===== src/xb_macros.svh =====
`ifndef XB_MACROS_SVH
`define XB_MACROS_SVH

// ----------------------------------------------------------------------
// Crossbar geometry
// ----------------------------------------------------------------------

// Number of ingress and egress ports, and the width of a port index
`define XB_NPORTS 4
`define XB_PORT_W 2

// Width of a packet word
`define XB_DATA_W 64

// Endpoint ID width, taken from the low bits of the header word
`define XB_EPID_W 16

// ----------------------------------------------------------------------
// Storage sizes
// ----------------------------------------------------------------------

// Routing table holds 2**XB_TBL_LOG2 entries
`define XB_TBL_LOG2 3

// Ingress buffer holds 2**XB_BUF_LOG2 words, which also caps packet length
`define XB_BUF_LOG2 5

// Egress used when an endpoint ID has no table entry
`define XB_DEFAULT_PORT 0

`endif

===== src/xb_pkg.sv =====
`default_nettype none

`include "xb_macros.svh"

package xb_pkg;

  // ----------------------------------------------------------------------
  // Vector types
  // ----------------------------------------------------------------------

  typedef logic [`XB_DATA_W-1:0] xb_word_t;
  typedef logic [`XB_EPID_W-1:0] xb_epid_t;
  typedef logic [`XB_PORT_W-1:0] xb_port_t;

  // One bit per port, bit n belongs to port n
  typedef logic [`XB_NPORTS-1:0] xb_port_mask_t;

  // Egress arbiter FSM, idle or holding a grant for a whole packet
  typedef enum logic {
    ARB_IDLE,
    ARB_PKT
  } xb_arb_state_t;

  // Round-robin pick shared by the table and the egress arbiters
  // The port right after last has the highest priority and last itself the
  // lowest. The index adds wrap modulo the port count
  function automatic xb_port_t xb_rr_next(input xb_port_mask_t req, input xb_port_t last);
    xb_port_t idx;
    xb_rr_next = last;
    for (int i = `XB_NPORTS; i >= 1; i--) begin
      idx = last + i[`XB_PORT_W-1:0];
      if (req[idx]) begin
        xb_rr_next = idx;
      end
    end
  endfunction

endpackage

`default_nettype wire


===== src/xb_egress_arbiter.sv =====
`timescale 1ns/1ns
`default_nettype none

`include "xb_macros.svh"

module xb_egress_arbiter
  import xb_pkg::*;
#(
  parameter int PORT_INDEX = 0
) (
  input  wire                            clk,
  input  wire                            reset,
  input  wire xb_port_mask_t             i_head_valid,
  input  wire xb_port_mask_t             i_head_last,
  input  wire xb_word_t [`XB_NPORTS-1:0] i_head_data,
  input  wire xb_port_t [`XB_NPORTS-1:0] i_head_port,
  output xb_port_mask_t                  o_take,
  output xb_word_t                       o_out_data,
  output logic                           o_out_last,
  output logic                           o_out_valid,
  input  wire                            i_out_ready
);

  xb_arb_state_t state;
  xb_port_t      grant;
  xb_port_t      last_served;
  xb_port_mask_t cand;
  logic          load_en;

  // ----------------------------------------------------------------------
  // Candidates and take
  // ----------------------------------------------------------------------

  // Ingresses whose head packet is addressed to this egress
  always_comb begin
    for (int n = 0; n < `XB_NPORTS; n++) begin
      cand[n] = i_head_valid[n] && (i_head_port[n] == xb_port_t'(PORT_INDEX));
    end
  end

  // Output register loads when empty or being emptied, so a stalled
  // output holds its word and takes nothing from the ingress
  assign load_en = !o_out_valid || i_out_ready;

  // Only the granted ingress is ever taken from
  always_comb begin
    o_take = '0;
    if ((state == ARB_PKT) && load_en) begin
      o_take[grant] = cand[grant];
    end
  end

  // ----------------------------------------------------------------------
  // Grant FSM
  // ----------------------------------------------------------------------

  always_ff @(posedge clk) begin
    if (reset) begin
      state       <= ARB_IDLE;
      grant       <= '0;
      last_served <= '0;
      o_out_valid <= 1'b0;
    end else begin
      case (state)
        ARB_IDLE: begin
          // Search starts at the ingress after the one served last
          if (|cand) begin
            grant <= xb_rr_next(cand, last_served);
            state <= ARB_PKT;
          end
        end
        ARB_PKT: begin
          // Grant is held until the last word moves into the register
          if ((|o_take) && i_head_last[grant]) begin
            last_served <= grant;
            state       <= ARB_IDLE;
          end
        end
        default: state <= ARB_IDLE;
      endcase
      if (|o_take) begin
        o_out_valid <= 1'b1;
      end else if (i_out_ready) begin
        o_out_valid <= 1'b0;
      end
    end
  end

  // Output word and last flag
  always_ff @(posedge clk) begin
    if (|o_take) begin
      o_out_data <= i_head_data[grant];
      o_out_last <= i_head_last[grant];
    end
  end

endmodule

`default_nettype wire


===== config.mk =====
export PLATFORM = sky130hd
export DESIGN_NAME = xb_egress_arbiter
export DESIGN_NICKNAME = d
export VERILOG_FILES = /design/src/xb_pkg.sv /design/src/xb_egress_arbiter.sv
export VERILOG_INCLUDE_DIRS = /design/src
export SDC_FILE = /design/constraint.sdc
export NUM_CORES = 1
export LEC_CHECK = 0
export BUFFER_PORTS_ARGS = -buffer_cell sky130_fd_sc_hd__buf_2
export CAP_MARGIN = 25
export CORE_AREA = 2 2 132 134
export CTS_BUF_LIST = sky130_fd_sc_hd__clkbuf_16
export CTS_CLUSTER_DIAMETER = 30
export DETAILED_ROUTE_END_ITERATION = 16
export DIE_AREA = 0 0 134 136
export GPL_TIMING_DRIVEN = 0
export PLACE_DENSITY = 0.62
export SLEW_MARGIN = 20
export SYNTH_ARGS = -nofsm -noshare
export SYNTH_HDL_FRONTEND = slang
export SYNTH_SLANG_ARGS = --single-unit

===== constraint.sdc =====
create_clock -name clk -period 3.8 [get_ports clk]
set_input_delay 0 -clock clk [delete_from_list [all_inputs] [get_ports clk]]
set_output_delay 0 -clock clk [all_outputs]
set_load 0.01 [all_outputs]

[After elaboration in Yosys (flattened, before gate mapping)]
Cells that the tools add are included.
Word-level totals
  bits in registers: 71
  word-level logic and storage cells: 57
Cells by class
  $add $sub $neg: 3
  order comparisons: 5
  mux-type cells: 23
  bitwise logic cells: 2
  reductions and logical operators: 18
Operators by type and width (count)
  binary-select mux 64 bit (select 2 bit): 1
  2-to-1 mux 64 bit: 1
  < comparator 2 x 3 -> 1 bit, second input constant: 4
  binary-select mux 1 bit (select 2 bit): 5
  2-to-1 mux 1 bit: 10
  zero test 2 bit: 4
  OR reduction 4 bit: 2
  logical AND 1 bit: 7
  2-to-1 mux 2 bit: 3
  adder 2 bit, second input constant: 2
  bitwise AND 4 bit: 1
  2-to-1 mux 4 bit: 1
  AND reduction 2 bit: 2
  adder 2 x 1 -> 2 bit, second input constant: 1
  demux 1 bit (select 2 bit): 1
  >= comparator 2 x 1 -> 1 bit, second input constant: 1
  case mux 1 bit (2 select lines): 1
  nonzero test 2 bit: 1
  zero test 1 bit: 1
  logical OR 1 bit: 1
  inverter 1 bit: 1

[Depth between registers and ports, before layout]
Gate-level depths: netlist (run 1).
  depth after elaboration: 10
  mapped depth: 6

[Worst setup path after synthesis (run 1)]
Ideal clock, no wire load.
  path kind: reg2reg
  start: register grant[1]
  end: register o_out_data[0] (enable)
  arrival: 2428 ps
  data required time: 3381 ps
  setup slack: 953 ps
  cell stages (with the launch flop): 7
  buffers on the path: 2
  cell sequence: dfxtp_1 -> buf_2 -> nand2b_1 -> o211ai_1 -> or3_1 -> buf_2 -> inv_1
On the way
  longest elaborated chain between the ends: 7
  elaborated cells on any way between the ends: 10
  those cells by class: order compare (2); mux (5); bitwise (1); reduce/logical (2)
RTL lines
  start: declaration: RTL line xb_egress_arbiter.sv:25  | xb_port_t grant;
  start signal: assignment: RTL line xb_egress_arbiter.sv:68  | grant <= xb_rr_next(cand, last_served);
  < comparator 2 x 3 -> 1 bit (implied by the code) or >= comparator 2 x 1 -> 1 bit (tied branches): RTL line xb_egress_arbiter.sv:49  | o_take[grant] = cand[grant];
  logical AND 1 bit (implied by the code): RTL line xb_egress_arbiter.sv:49
  2-to-1 mux 1 bit (implied by the code): RTL line xb_egress_arbiter.sv:49
  demux 1 bit (select 2 bit): RTL line xb_egress_arbiter.sv:49
  bitwise AND 4 bit (no source line) *
  2-to-1 mux 4 bit *: RTL line xb_egress_arbiter.sv:48  | if ((state == ARB_PKT) && load_en) begin
  OR reduction 4 bit *: RTL line xb_egress_arbiter.sv:91  | if (|o_take) begin
  end signal: assignment: RTL line xb_egress_arbiter.sv:92  | o_out_data <= i_head_data[grant];
  end: declaration: RTL line xb_egress_arbiter.sv:18  | output xb_word_t o_out_data,
Mark *: on every way between the ends. The rest lies on a longest branch, timed or not. The select of a mux whose other input is x is not followed.
A chain may end at the register's enable or synchronous reset.

[Worst setup path after layout (run 1)]
  start: register grant[1]
  end: output port o_take[2]
On the way
  longest elaborated chain between the ends: 6
  elaborated cells on any way between the ends: 9
  those cells by class: order compare (2); mux (5); bitwise (1); reduce/logical (1)
RTL lines
  < comparator 2 x 3 -> 1 bit (implied by the code) or >= comparator 2 x 1 -> 1 bit (tied branches): RTL line xb_egress_arbiter.sv:49
  logical AND 1 bit (implied by the code): RTL line xb_egress_arbiter.sv:49
  2-to-1 mux 1 bit (implied by the code): RTL line xb_egress_arbiter.sv:49
  demux 1 bit (select 2 bit): RTL line xb_egress_arbiter.sv:49
  bitwise AND 4 bit (no source line) *
  2-to-1 mux 4 bit *: RTL line xb_egress_arbiter.sv:48
  end: declaration: RTL line xb_egress_arbiter.sv:17  | output xb_port_mask_t o_take,
Marked as above.

==> results of run 1 <==
==> area by class of cell <==
| cell class | instances | area, um2 | share of cell area |
|---|---|---|---|
| Antenna cell | 1 | 2.50 | 0.000398 |
| Buffer | 18 | 81.3 | 0.0129 |
| Clock buffer | 9 | 225 | 0.0358 |
| Clock inverter | 7 | 87.6 | 0.0139 |
| Inverter | 2 | 10.0 | 0.00159 |
| Multi-Input combinational cell | 108 | 1760 | 0.280 |
| Sequential cell | 71 | 2070 | 0.330 |
| Tap cell | 225 | 282 | 0.0448 |
| Timing Repair Buffer | 347 | 1760 | 0.280 |
==> layout by cell type, fill, tap and decap left out, types with 2 or more instances in the layout <==
| cell | count |
|---|---|
| sky130_fd_sc_hd__a21oi_1 | 3 |
| sky130_fd_sc_hd__buf_1 | 2 |
| sky130_fd_sc_hd__buf_2 | 354 |
| sky130_fd_sc_hd__bufinv_16 | 2 |
| sky130_fd_sc_hd__clkbuf_1 | 5 |
| sky130_fd_sc_hd__clkbuf_16 | 9 |
| sky130_fd_sc_hd__clkinv_1 | 2 |
| sky130_fd_sc_hd__clkinvlp_4 | 2 |
| sky130_fd_sc_hd__dfxtp_1 | 6 |
| sky130_fd_sc_hd__dlygate4sd3_1 | 2 |
| sky130_fd_sc_hd__edfxtp_1 | 65 |
| sky130_fd_sc_hd__mux2i_1 | 2 |
| sky130_fd_sc_hd__mux4_2 | 65 |
| sky130_fd_sc_hd__nand2_1 | 5 |
| sky130_fd_sc_hd__nand2b_1 | 3 |
| sky130_fd_sc_hd__nor2_1 | 3 |
| sky130_fd_sc_hd__nor3b_1 | 3 |
| sky130_fd_sc_hd__o21ai_0 | 3 |
| sky130_fd_sc_hd__o221ai_1 | 3 |
| sky130_fd_sc_hd__o22ai_1 | 2 |
| sky130_fd_sc_hd__or3b_2 | 3 |
==> final timing paths <==
kind	cells past startpoint	slack (ps)	endpoint
worst max register to register	4	1440	o_out_data[18]$_DFFE_PP_
worst max-delay path	5	1400	o_take[2]
worst min-delay path	2	50	o_out_data[42]$_DFFE_PP_
worst min register to register	2	520	last_served[1]$_SDFFE_PP0P_
==> state kept, by name (all words and copies together) (netlist names) <==
signal,flops
o_out_valid,1
grant,2
o_out_last,1
last_served,2
o_out_data,64
state,1
==> worst max-delay path, cell delays in order, from the launching register on <==
cell and delay, ps:
sky130_fd_sc_hd__dfxtp_1 310, sky130_fd_sc_hd__buf_2 190, sky130_fd_sc_hd__clkbuf_1 580, sky130_fd_sc_hd__buf_1 540, sky130_fd_sc_hd__nor3b_2 270, sky130_fd_sc_hd__buf_2 160
==> power groups by stage <==
stage / sequential [uW] / combinational (uW) / clock, uW
after floorplan: 960 / 247 / 0
after detailed placement: 941 / 502 / 0
final: 924 / 495 / 888
after global placement: 944 / 484 / 0
after global routing: 927 / 535 / 954
after CTS: 925 / 505 / 924
==> metal layers <==
metal,vias to the layer above,wire (um)
li1,1612,-
met1,1759,5240
met2,219,7650
met3,19,1290
met4,4,284
met5,-,27
==> per-stage QoR <==
| step | hold WS, ps | setup WS, ps | cell area (um2) |
|---|---|---|---|
| 2_1_floorplan | 69.1 | 953 | 3920 |
| 3_3_place_gp | 201 | 136 | 5920 |
| 3_5_place_dp | 206 | 1360 | 5950 |
| 4_1_cts | 29.6 | 1320 | 6280 |
| 5_1_grt | 37.3 | 1220 | 6280 |
| 6_report | 51.5 | 1400 | 6280 |
==> cells by family after synthesis <==
logic type             after synthesis  synth area share
AO/OA/AOI/OAI                       18            0.0322
buffers and inverters               20            0.0227
flip-flops                          71             0.528
multiplexers                        67             0.378
AND/OR/NAND/NOR                     23            0.0383
==> results summary, run 1 <==
The run finished with clean final reports. The total setup buffers inserted after CTS came out at 0. The via count of the first global-routing pass came out at 3798. The clock transition time at the flip-flop clock pins of the worst setup and hold paths is 60 ps.

The final hold violation count was 0. Across all layers, the routed design uses 3613 vias. The share of the core filled with cells in the final layout came out at 0.372. The number of antenna violations at the first check in global routing is 3.

The setup-violating endpoint count in the final report is 0. The commonest cells after synthesis are sky130_fd_sc_hd__edfxtp_1 (65), sky130_fd_sc_hd__mux4_2 (65), sky130_fd_sc_hd__buf_2 (10). Ranked by total cell area, the synthesized netlist is headed by sky130_fd_sc_hd__edfxtp_1 (50%), sky130_fd_sc_hd__mux4_2 (37%), sky130_fd_sc_hd__dfxtp_1 (3.1%). The global-route met2 utilization came out at 0.280. The endpoint kind of the worst setup timing path is an output port. The power per standard cell area is 367 nW/um2. The proportion of layout cells with a drive suffix above 1 came out at 0.786. The core region is 16900 um2. Counting distinct cell types in the post-synthesis netlist gives 31. The setup TNS came out at 0 ps.

The number of flops mapped to enable cells by yosys came out at 65. The remaining routing DRC violations came out at 0. The number of gates resized after cts came out at 0. The fraction of the cycle the final worst path needs came out at 0.631. The mean instance size in the synthesized netlist came out at 19.7 um2. For this configuration, the core starts out at a cell density of 0.232. The global placement routability congestion came out at 0.887.

The critical path is of the reg2out type. In the global route stage, met3 resource usage came out at 0.0459. The final setup skew is 8.07 ps. The synthesized netlist net count came out at 474. The net switching power is 538 uW. Timing would allow up to 0.417 GHz. The buffer depth of the longest clock path is 2. Setup repair after global routing left no endpoint under its margin.

The register share of total power came out at 0.401. The slew at the pin closest to its max-slew limit is 733 ps. The area growth from synthesis to layout is 60.2%. The first-pass iteration count of the detailed router is 5. The global routing's busiest layer is met2.

The static leakage power came out at 0.00266 uW. The count of placed standard cells including taps is 769. The quantity of I/O buffers inserted on ports is 344. The count of non-filler cells in the finished layout is 788. Once detail routing completed, the nets flagged for antenna violations numbered 0.

The total power came out at 2310 uW. Synthesis produced 199 cells. The routed design could run at a clock period as short as 2400 ps. The routed wire length per instance came out at 18.4 um. The startpoint identified for the worst hold timing path is i_head_data[170].

The critical path starts at grant[1]$_SDFFE_PP0P_. In this run the horizontal extent of the chip is 134 um. The met1 track utilization from global routing is 0.172. The worst register-to-register path begins at grant[1]$_SDFFE_PP0P_.

The detailed-route wire length came out at 14500 um. IR analysis of the VDD net gives a maximum drop of 0.000186 V. The share of total power dissipated in combinational logic is 0.214. The fraction of synthesis flops using an asynchronous set or reset pin is 0. Entering global routing, the biggest net connects 35 pins. The final HPWL from detailed placement came out at 12300 um. The class of the tightest hold or removal check is in2reg. The total overflow left after global routing is 0. At the later pin of the worst-skew pair, clock insertion delay measures 330 ps. The number of hold buffers added after CTS came out at 2. The synthesis-stage register bit count came out at 71. The worst setup path is launched from a flip-flop. In this run the worst path has a maximum fanout of 10. Of the post-synthesis cell area, the dominant cell type holds 0.498. The arrival time of the worst setup path is 2400 ps.

The number of top-level pins came out at 345. The number of fill cells came out at 1680. The number of max-slew violations in the final report came out at 0. The tree is rooted in a sky130_fd_sc_hd__clkbuf_16. TritonCTS built the clock tree.

The clock network fraction of design power is 0.385. The headroom to the max-slew limit is 0.512. For this run, the total global-route usage over all layers was measured as 0.155.

Max-cap violations in this run came to 0. The H-tree was split into 3 levels. The first global-routing pass estimated 20800 um of wire.

The floorplan has 48 rows. The internal power of the cells totals 1770 uW. The mapped netlist covers 3920 um2.

The number of buffers added by the clock tree synthesis step came out at 9. The die area is 18200 um2. The portion of the post-synthesis area used by sequential elements came out at 0.528. The total number of yosys warnings is 0. The library cell occupying the most area in the post-synthesis netlist is sky130_fd_sc_hd__edfxtp_1. In the final design database the tool counted 832 nets.

Measured along the y axis, the die boundary spans 136 um. The worst path required time is 3800 ps. The leading register cell type out of synthesis is sky130_fd_sc_hd__edfxtp_1.

Counting every sink on the clock net gives 71. The switching share of total power is 0.233. The number of violations reported at the end of detailed-routing iteration 0 is 115. The vias per cell came out at 4.59.
Power figures use the tool's default switching activity.
==> run 2, diff against run 1 <==
Settings changed: ABC_AREA from default to 1, CORE_AREA 2 2 132 134 to 2 2 133 135, DIE_AREA 0 0 134 136 to 0 0 135 137, PLACE_DENSITY 0.62 to 0.63.
Clock period 3.8 ns to 2.2 ns, I/O delays scaled along.
==> run 2 against run 1 <==
Global-route usage rose by 6.2 points; critical path type is now reg2reg; sequential share of layout area shrank 7.3 points; clock power rose by 63%.
==> results summary, run 2 <==
The number of flip-flops in the largest register came to 64 (unchanged). sky130_fd_sc_hd__edfxtp_1 takes more of the synthesized area than any other cell. After synthesis, the cell types taking the most area are sky130_fd_sc_hd__edfxtp_1 (50%), sky130_fd_sc_hd__a22oi_1 (19%), sky130_fd_sc_hd__nand2_1 (12%). The count of inserted antenna diode cells is 0 (-1). The proportion of layout cells with a drive suffix above 1 came out at 0.425 (-0.362). The first-pass iteration count of the detailed router was 5 (unchanged). For this run, the top clock speed supported by timing is 0.475 GHz.

The vertical die dimension came out at 137 um (+0.74%). The maximum vdd drop is 0.000304 V (+63%). The synthesized area came to 3910 um2 (-0.32%).

By startpoint and endpoint, the worst setup path is classified as reg2reg. The horizontal die dimension is 135 um (+0.75%). The smallest hold slack came out at 11.4 ps (-40.1 ps).

The path class of the tightest hold or removal check is in2reg. The slack of the worst reg-to-reg path is 100 ps (-1340 ps). Ranked by flip-flop count, first place goes to o_out_data. The total of max-cap violations is 0 (unchanged).

Among all cell types in the netlist, the one instantiated most often is sky130_fd_sc_hd__nand2_1. STA classifies the critical path endpoint as a flip-flop. The worst path required time came out at 2290 ps (-1510 ps).

The synthesis-stage register bit count is 71 (unchanged). Counting instances in the post-synthesis netlist gives the leading cell types as sky130_fd_sc_hd__nand2_1 (128), sky130_fd_sc_hd__a22oi_1 (98), sky130_fd_sc_hd__edfxtp_1 (65). The number of levels in the clock H-tree came out at 3 (unchanged). The number of max-slew violations in the final report is 0 (unchanged).

The share of the synthesized area in the top cell type came out at 0.499 (+0.00159). Among all flip-flop cells after synthesis, the most frequent one is sky130_fd_sc_hd__edfxtp_1. The pin count of the biggest net entering global routing is 27 (-23%). The mean instance size in the synthesized netlist came out at 9.40 um2 (-52%). The portion of the post-synthesis area used by sequential elements came out at 0.530 (+0.00169). The vias per cell is 4.83 (+5.3%). Setup repair after global routing left no endpoint under its margin. The worst-skew pair later-pin latency is 340 ps (about the same). The number of violations reported at the end of detailed-routing iteration 0 was 429 (+270%). The final setup skew came out at 6.57 ps (-1.51 ps). The setup TNS is 0 ps (unchanged). The number of flops mapped to enable cells by yosys is 65 (unchanged).

The final HPWL from detailed placement is 13700 um (+12%). The starting density of the core came to 0.229 (-0.00319). The clock transition time at the flip-flop clock pins of the worst setup and hold paths is 60 ps (about the same). The die area is 18500 um2 (+1.5%).

The arrival time of the worst setup path is 2190 ps (-210 ps). The root buffer cell chosen for the clock tree is sky130_fd_sc_hd__clkbuf_16. The number of antenna violations at the first check in global routing is 0 (-3). The area of all sequential standard cells is 2080 um2 (+0.36%). The final hold violation count came out at 0 (unchanged). The overflow left after global routing is 0 (unchanged). The routed wire length per instance is 17.5 um (-4.6%).

The worst path needs 2100 ps of the cycle, external delays included. The number of antenna-violating nets in the routed design came out at 0 (unchanged). The total power is 4760 uW (+110%). The largest driver fanout on the critical path is 10 (unchanged). The remaining routing DRC violations is 0 (unchanged). The global placement routability congestion is 0.892 (+0.64%). The area growth from synthesis to layout is 107%. The count of non-filler cells in the finished layout came out at 1183 (+50%). The area used by multi-input combinational logic is 1660 um2 (-5.6%). The total routing usage reported by global routing is 0.217 (+0.0620). The quantity of I/O buffers inserted on ports is 344 (unchanged).

The synthesized netlist net count came out at 691 (+46%). The global-route wire length before repair is 30400 um (+46%). The post-layout net count came out at 1228 (+48%).

The core region area was 17100 um2 (+1.1%). The setup-violating endpoint count in the final report is 0 (unchanged). The via count of the first global-routing pass was 5817 (+53%). The slew at the pin closest to its max-slew limit is 629 ps (-103 ps).

The number of fill cells came to 1570 (-6.5%). In the layout the commonest cells are sky130_fd_sc_hd__buf_2 (362), sky130_fd_sc_hd__dlygate4sd3_1 (180), sky130_fd_sc_hd__nand2_1 (127). The largest registers in the layout are o_out_data x64, grant x2, last_served x2.

The critical path startpoint category is a flip-flop. The power per standard cell area is 588 nW/um2 (+60%). The vias after detailed routing is 5709 (+58%). The total number of yosys warnings was 0 (unchanged).

The detailed-route wire length came out at 20700 um (+43%). The number of sinks handled by clock tree synthesis is 71 (unchanged). The number of library cell types mapped by synthesis is 23 (-26%). The count of placed standard cells including taps is 987 (+28%).

The flow ran to the end, and the final reports show no timing, DRC or antenna violations. The number of buffers added by the clock tree synthesis step is 9 (unchanged). The cell count after synthesis came to 416 (+110%). The fraction of synthesis flops using an asynchronous set or reset pin came out at 0 (unchanged). The buffer depth of the longest clock path is 2 (unchanged). The static leakage power came out at 0.00368 uW (+39%). The headroom to the max-slew limit is 0.579 (+0.0679). The number of top-level pins came to 345 (unchanged). The CTS tree is built. The number of standard-cell rows in the floorplan is 48 (unchanged). Leaving out fill and tap cells, the most frequent cell in the layout is sky130_fd_sc_hd__buf_2. The fraction of the cycle the final worst path needs came out at 0.956.

The share of the core filled with cells in the final layout is 0.475 (+0.102).
run 2: cell types whose count changed after synthesis, moves of 7 or more:
cell	previous run	this run
sky130_fd_sc_hd__nand2_1	5	128
sky130_fd_sc_hd__a22oi_1	0	98
sky130_fd_sc_hd__mux4_2	65	0
sky130_fd_sc_hd__nand3_1	0	42
sky130_fd_sc_hd__buf_2	10	28
sky130_fd_sc_hd__nor2_1	3	11
sky130_fd_sc_hd__inv_1	2	9
run 2: power breakdown:
| group | switching (uW) | total (uW) | internal [uW] | leakage, uW |
|---|---|---|---|---|
| Clock | 585 | 1450 | 868 | 0.000138 |
| Combinational | 756 | 1640 | 885 | 0.00290 |
| Sequential | 34.3 | 1670 | 1630 | 0.000643 |
run 2: worst paths after layout:
kind,depth (start not counted),startpoint,end
worst max-delay path,8,grant[1]$_SDFFE_PP0P_,o_out_data[46]$_DFFE_PP_
worst min-delay path,3,i_head_data[57],o_out_data[57]$_DFFE_PP_
worst min register to register,2,state$_SDFF_PP0_,state$_SDFF_PP0_
worst max register to register,8,grant[1]$_SDFFE_PP0P_,o_out_data[46]$_DFFE_PP_
run 2: cells by family after synthesis:
group           count (synthesis)  synth area share
compound gates                107             0.202
flops                          71             0.530
buf+inv                        42            0.0493
simple gates                  196             0.218
run 2: timing repair:
action                                 in CTS  in global routing
buffers inserted                            0                  0
setup endpoints to repair                   0                 57
resized for setup                           0                 19
endpoints found under the hold margin      68                  0
hold buffers                              182                  0
run 2: critical path, stage by stage (launching register included):
cell and delay, ps:
sky130_fd_sc_hd__dfxtp_4 380, sky130_fd_sc_hd__inv_2 40, sky130_fd_sc_hd__nand2_2 70, sky130_fd_sc_hd__inv_2 40, sky130_fd_sc_hd__clkbuf_4 230, sky130_fd_sc_hd__buf_2 230
sky130_fd_sc_hd__a22oi_1 180, sky130_fd_sc_hd__dlygate4sd3_1 600, sky130_fd_sc_hd__nand2_1 70
run 2: metal layers:
metal / share of wire / vias up / wire [um] / track usage
li1: - / 2624 / - / -
met1: 0.38 / 2663 / 7780 / 0.243
met2: 0.50 / 353 / 10300 / 0.383
met3: 0.084 / 69 / 1750 / 0.0567
met4: 0.044 / 0 / 920 / 0.108
met5: 0 / - / 0 / 0
run 2: per-stage QoR:
stage	area [um2]	setup slack, ps
5_1_grt	8090	3.17
4_1_cts	8070	19.3
3_5_place_dp	5960	201
3_3_place_gp	5920	-595
6_report	8090	96.5
2_1_floorplan	3920	-33.7
run 2: area by class of cell:
| type | count | share of cell area |
|---|---|---|
| Buffer | 28 | 0.0204 |
| Clock buffer | 9 | 0.0278 |
| Clock inverter | 7 | 0.00804 |
| Inverter | 14 | 0.00649 |
| Multi-Input combinational cell | 303 | 0.205 |
| Sequential cell | 71 | 0.257 |
| Tap cell | 225 | 0.0348 |
| Timing Repair Buffer | 526 | 0.440 |
==> run 3, diff against run 2 <==
Settings changed: CORE_AREA 2 2 133 135 to 2 2 136 138, DIE_AREA 0 0 135 137 to 0 0 138 140, MAX_ROUTING_LAYER from default to met4, PLACE_DENSITY 0.63 to 0.6.
Clock period 2.2 ns to 2.3 ns, I/O delays scaled along.
==> run 3 against run 2 <==
Worst setup slack lost 17 ps; critical endpoint is now o_out_data[18]$_DFFE_PP_; worst hold slack gained 31 ps; fmax shrank 5.3%.
==> results summary, run 3 (synthesis gave the netlist of run 2 again) <==
The detailed-route wire length is 20100 um (-3.1%). The switching share of total power came out at 0.281 (-0.00751). The highest achievable clock rate is 0.450 GHz (-5.3%). The vias per cell is 4.71 (-2.3%). The vertical die dimension came out at 140 um (+2.2%).

The buffer depth of the longest clock path was 2 (unchanged). The overflow left after global routing is 0 (unchanged). The clock transition time at the flip-flop clock pins of the worst setup and hold paths is 60 ps (about the same).

The vias after detailed routing came out at 5656 (-0.93%). The number of flip-flops in the largest register is 64 (unchanged). The setup TNS is 0 ps (unchanged). The starting density of the core is 0.220 (-0.00932).

The proportion of layout cells with a drive suffix above 1 was 0.419 (-0.00629). The cell internal power dissipation is 3390 uW (about the same). The arrival time of the worst setup path came out at 2310 ps (+120 ps).

Setup repair after global routing left no endpoint under its margin. The global placement routability congestion came out at 0.889 (-0.31%). The worst path required time is 2390 ps (+100 ps). The fraction of the cycle the final worst path needs came to 0.966 (+0.00946). The pin count of the biggest net entering global routing came out at 27 (unchanged).

The final HPWL from detailed placement came to 13300 um (-3.0%). The first-pass iteration count of the detailed router came out at 4 (-1). STA classifies the critical path endpoint as a flip-flop. The total setup buffers inserted after CTS is 0 (unchanged). The power per standard cell area was 573 nW/um2 (-2.6%). The number of top-level pins is 345 (unchanged). o_out_data holds more flip-flops than any other register. The total routing usage reported by global routing came out at 0.206 (-0.0110). The instance area after placement came out at 5960 um2 (about the same). The critical path goes through inv_1 > nand2_1 > inv_1 > clkbuf_4 > clkbuf_4 > a22oi_1 > dlygate4sd3_1 > nand2_1. The largest registers in the layout are o_out_data x64, grant x2, last_served x2. The number of fill cells came out at 1691 (+7.7%). The kind of critical path is reg2reg. Clock tree synthesis selected as its root buffer the cell sky130_fd_sc_hd__clkbuf_16. The maximum vdd drop is 0.000387 V (+28%). The flow ran to the end, and the final reports show no timing, DRC or antenna violations. The setup-violating endpoint count in the final report is 0 (unchanged). The global-route wire length before repair is 30500 um (+0.48%). Among cell families on the critical path, the largest total delay comes from buffers and inverters. The maximum cell stage delay along the critical path came out at 620 ps (+20 ps).

The class of the tightest hold or removal check is in2reg. The number of levels in the clock H-tree is 3 (unchanged). STA classifies the critical path startpoint as a flip-flop. The number of max-slew violations in the final report came out at 0 (unchanged). The core region area is 17800 um2 (+4.2%).

TritonCTS built the clock tree. The most common library cell in the layout ignoring fill and taps is sky130_fd_sc_hd__buf_2. The clock network fraction of design power came out at 0.326 (+0.021). The horizontal die dimension came out at 138 um (+2.2%).

The slack of the worst reg-to-reg path is 80 ps (-20 ps). The quantity of I/O buffers inserted on ports came out at 344 (unchanged). The routed wire length per instance was 16.8 um (-4.5%). In the layout the commonest cells are sky130_fd_sc_hd__buf_2 (367), sky130_fd_sc_hd__dlygate4sd3_1 (192), sky130_fd_sc_hd__nand2_1 (128). The post-layout net count came to 1240 (+0.98%). The remaining routing DRC violations is 0 (unchanged). The final hold violation count came to 0 (unchanged). The number of violations reported at the end of detailed-routing iteration 0 was 300 (-30%).

The total power came out at 4710 uW (-1.1%). The static leakage power is 0.00374 uW (+1.4%). The final setup skew came out at 4.52 ps (-2.05 ps). The total of max-cap violations came out at 0 (unchanged). The register share of total power is 0.337 (-0.013).

The slew at the pin closest to its max-slew limit came out at 582 ps (-47.5 ps). The part of the power in combinational logic is 0.336 (-0.009). The number of sinks handled by clock tree synthesis came to 71 (unchanged). The post-route minimum period is 2220 ps (+117 ps). The number of buffers added by the clock tree synthesis step came out at 9 (unchanged).

The via count of the first global-routing pass came out at 5933 (+2.0%). The largest driver fanout on the critical path came out at 10 (unchanged). The net switching power came out at 1330 uW (-3.6%).

The final design area excluding fillers is 8220 um2 (+1.6%). The die area is 19300 um2 (+4.5%). The number of standard-cell rows in the floorplan is 49 (+2.1%). The number of antenna violations at the first check in global routing came out at 1 (+1). The number of antenna-violating nets in the routed design is 0 (unchanged). The worst-skew pair later-pin latency is 330 ps (about the same). The area growth from synthesis to layout is 110%. The count of buffer and inverter cells on the critical path came out at 5 (unchanged). The largest individual stage delay along the critical path comes from the cell sky130_fd_sc_hd__dlygate4sd3_1. The headroom to the max-slew limit came out at 0.611 (+0.0317).
[run 3: metrics by stage]
step	std cells	hold slack, ps	setup WS, ps	utilization
after CTS	1199	23.2	52.0	0.461
after floorplan	416	61.7	24.7	-
after global placement	989	226	-594	0.333
after global routing	1200	50.4	5.98	0.462
after detailed placement	991	226	249	0.335
final	1200	42.0	79.2	0.462
[run 3: path summary, 6_finish.rpt]
check / start / endpoint / cells past startpoint
setup / recovery: grant[0]$_SDFFE_PP0P_ / o_out_data[18]$_DFFE_PP_ / 8
hold / removal: i_head_last[3] / o_out_last$_DFFE_PP_ / 3
setup reg to reg: grant[0]$_SDFFE_PP0P_ / o_out_data[18]$_DFFE_PP_ / 8
hold reg to reg: state$_SDFF_PP0_ / state$_SDFF_PP0_ / 2
[run 3: power by group through the flow]
stage | Combinational [uW] | Clock [uW] | Sequential (uW)
6_report | 1580 | 1540 | 1590
4_1_cts | 1550 | 1590 | 1590
3_3_place_gp | 1050 | 0 | 1620
5_1_grt | 1730 | 1640 | 1600
3_5_place_dp | 1070 | 0 | 1620
2_1_floorplan | 515 | 0 | 1660
[run 3: area by class of cell]
| type | count | area (um2) | share of cell area |
|---|---|---|---|
| buffer | 28 | 153 | 0.0186 |
| tap | 229 | 287 | 0.0348 |
| sequential | 71 | 2070 | 0.252 |
| inverter | 14 | 52.6 | 0.00639 |
| multi-input combinational | 303 | 1650 | 0.201 |
| timing repair buffer | 538 | 3680 | 0.448 |
| clock buffer | 9 | 225 | 0.0274 |
| antenna | 1 | 2.50 | 0.000304 |
| clock inverter | 7 | 96.3 | 0.0117 |
[run 3: what timing repair did]
item / in CTS / in global routing
hold buffers: 192 / 0
resized for setup: 0 / 7
setup endpoints to repair: 0 / 21
hold endpoints to repair: 70 / 0
[run 3: per-layer routing]
metal / GRT usage / part of all wire / vias up
met5: - / 0 / -
met4: 0.0897 / 0.036 / 0
met3: 0.0588 / 0.084 / 66
met2: 0.355 / 0.50 / 332
met1: 0.223 / 0.38 / 2614
li1: - / - / 2644
[run 3: worst register-to-register path, delay by kind of cell, from the launching register on]
family	cells	cell delay (ps)
buffers and inverters	5	1220
AND/OR/NAND/NOR	2	140
AO/OA/AOI/OAI	1	240
flip-flops	1	380
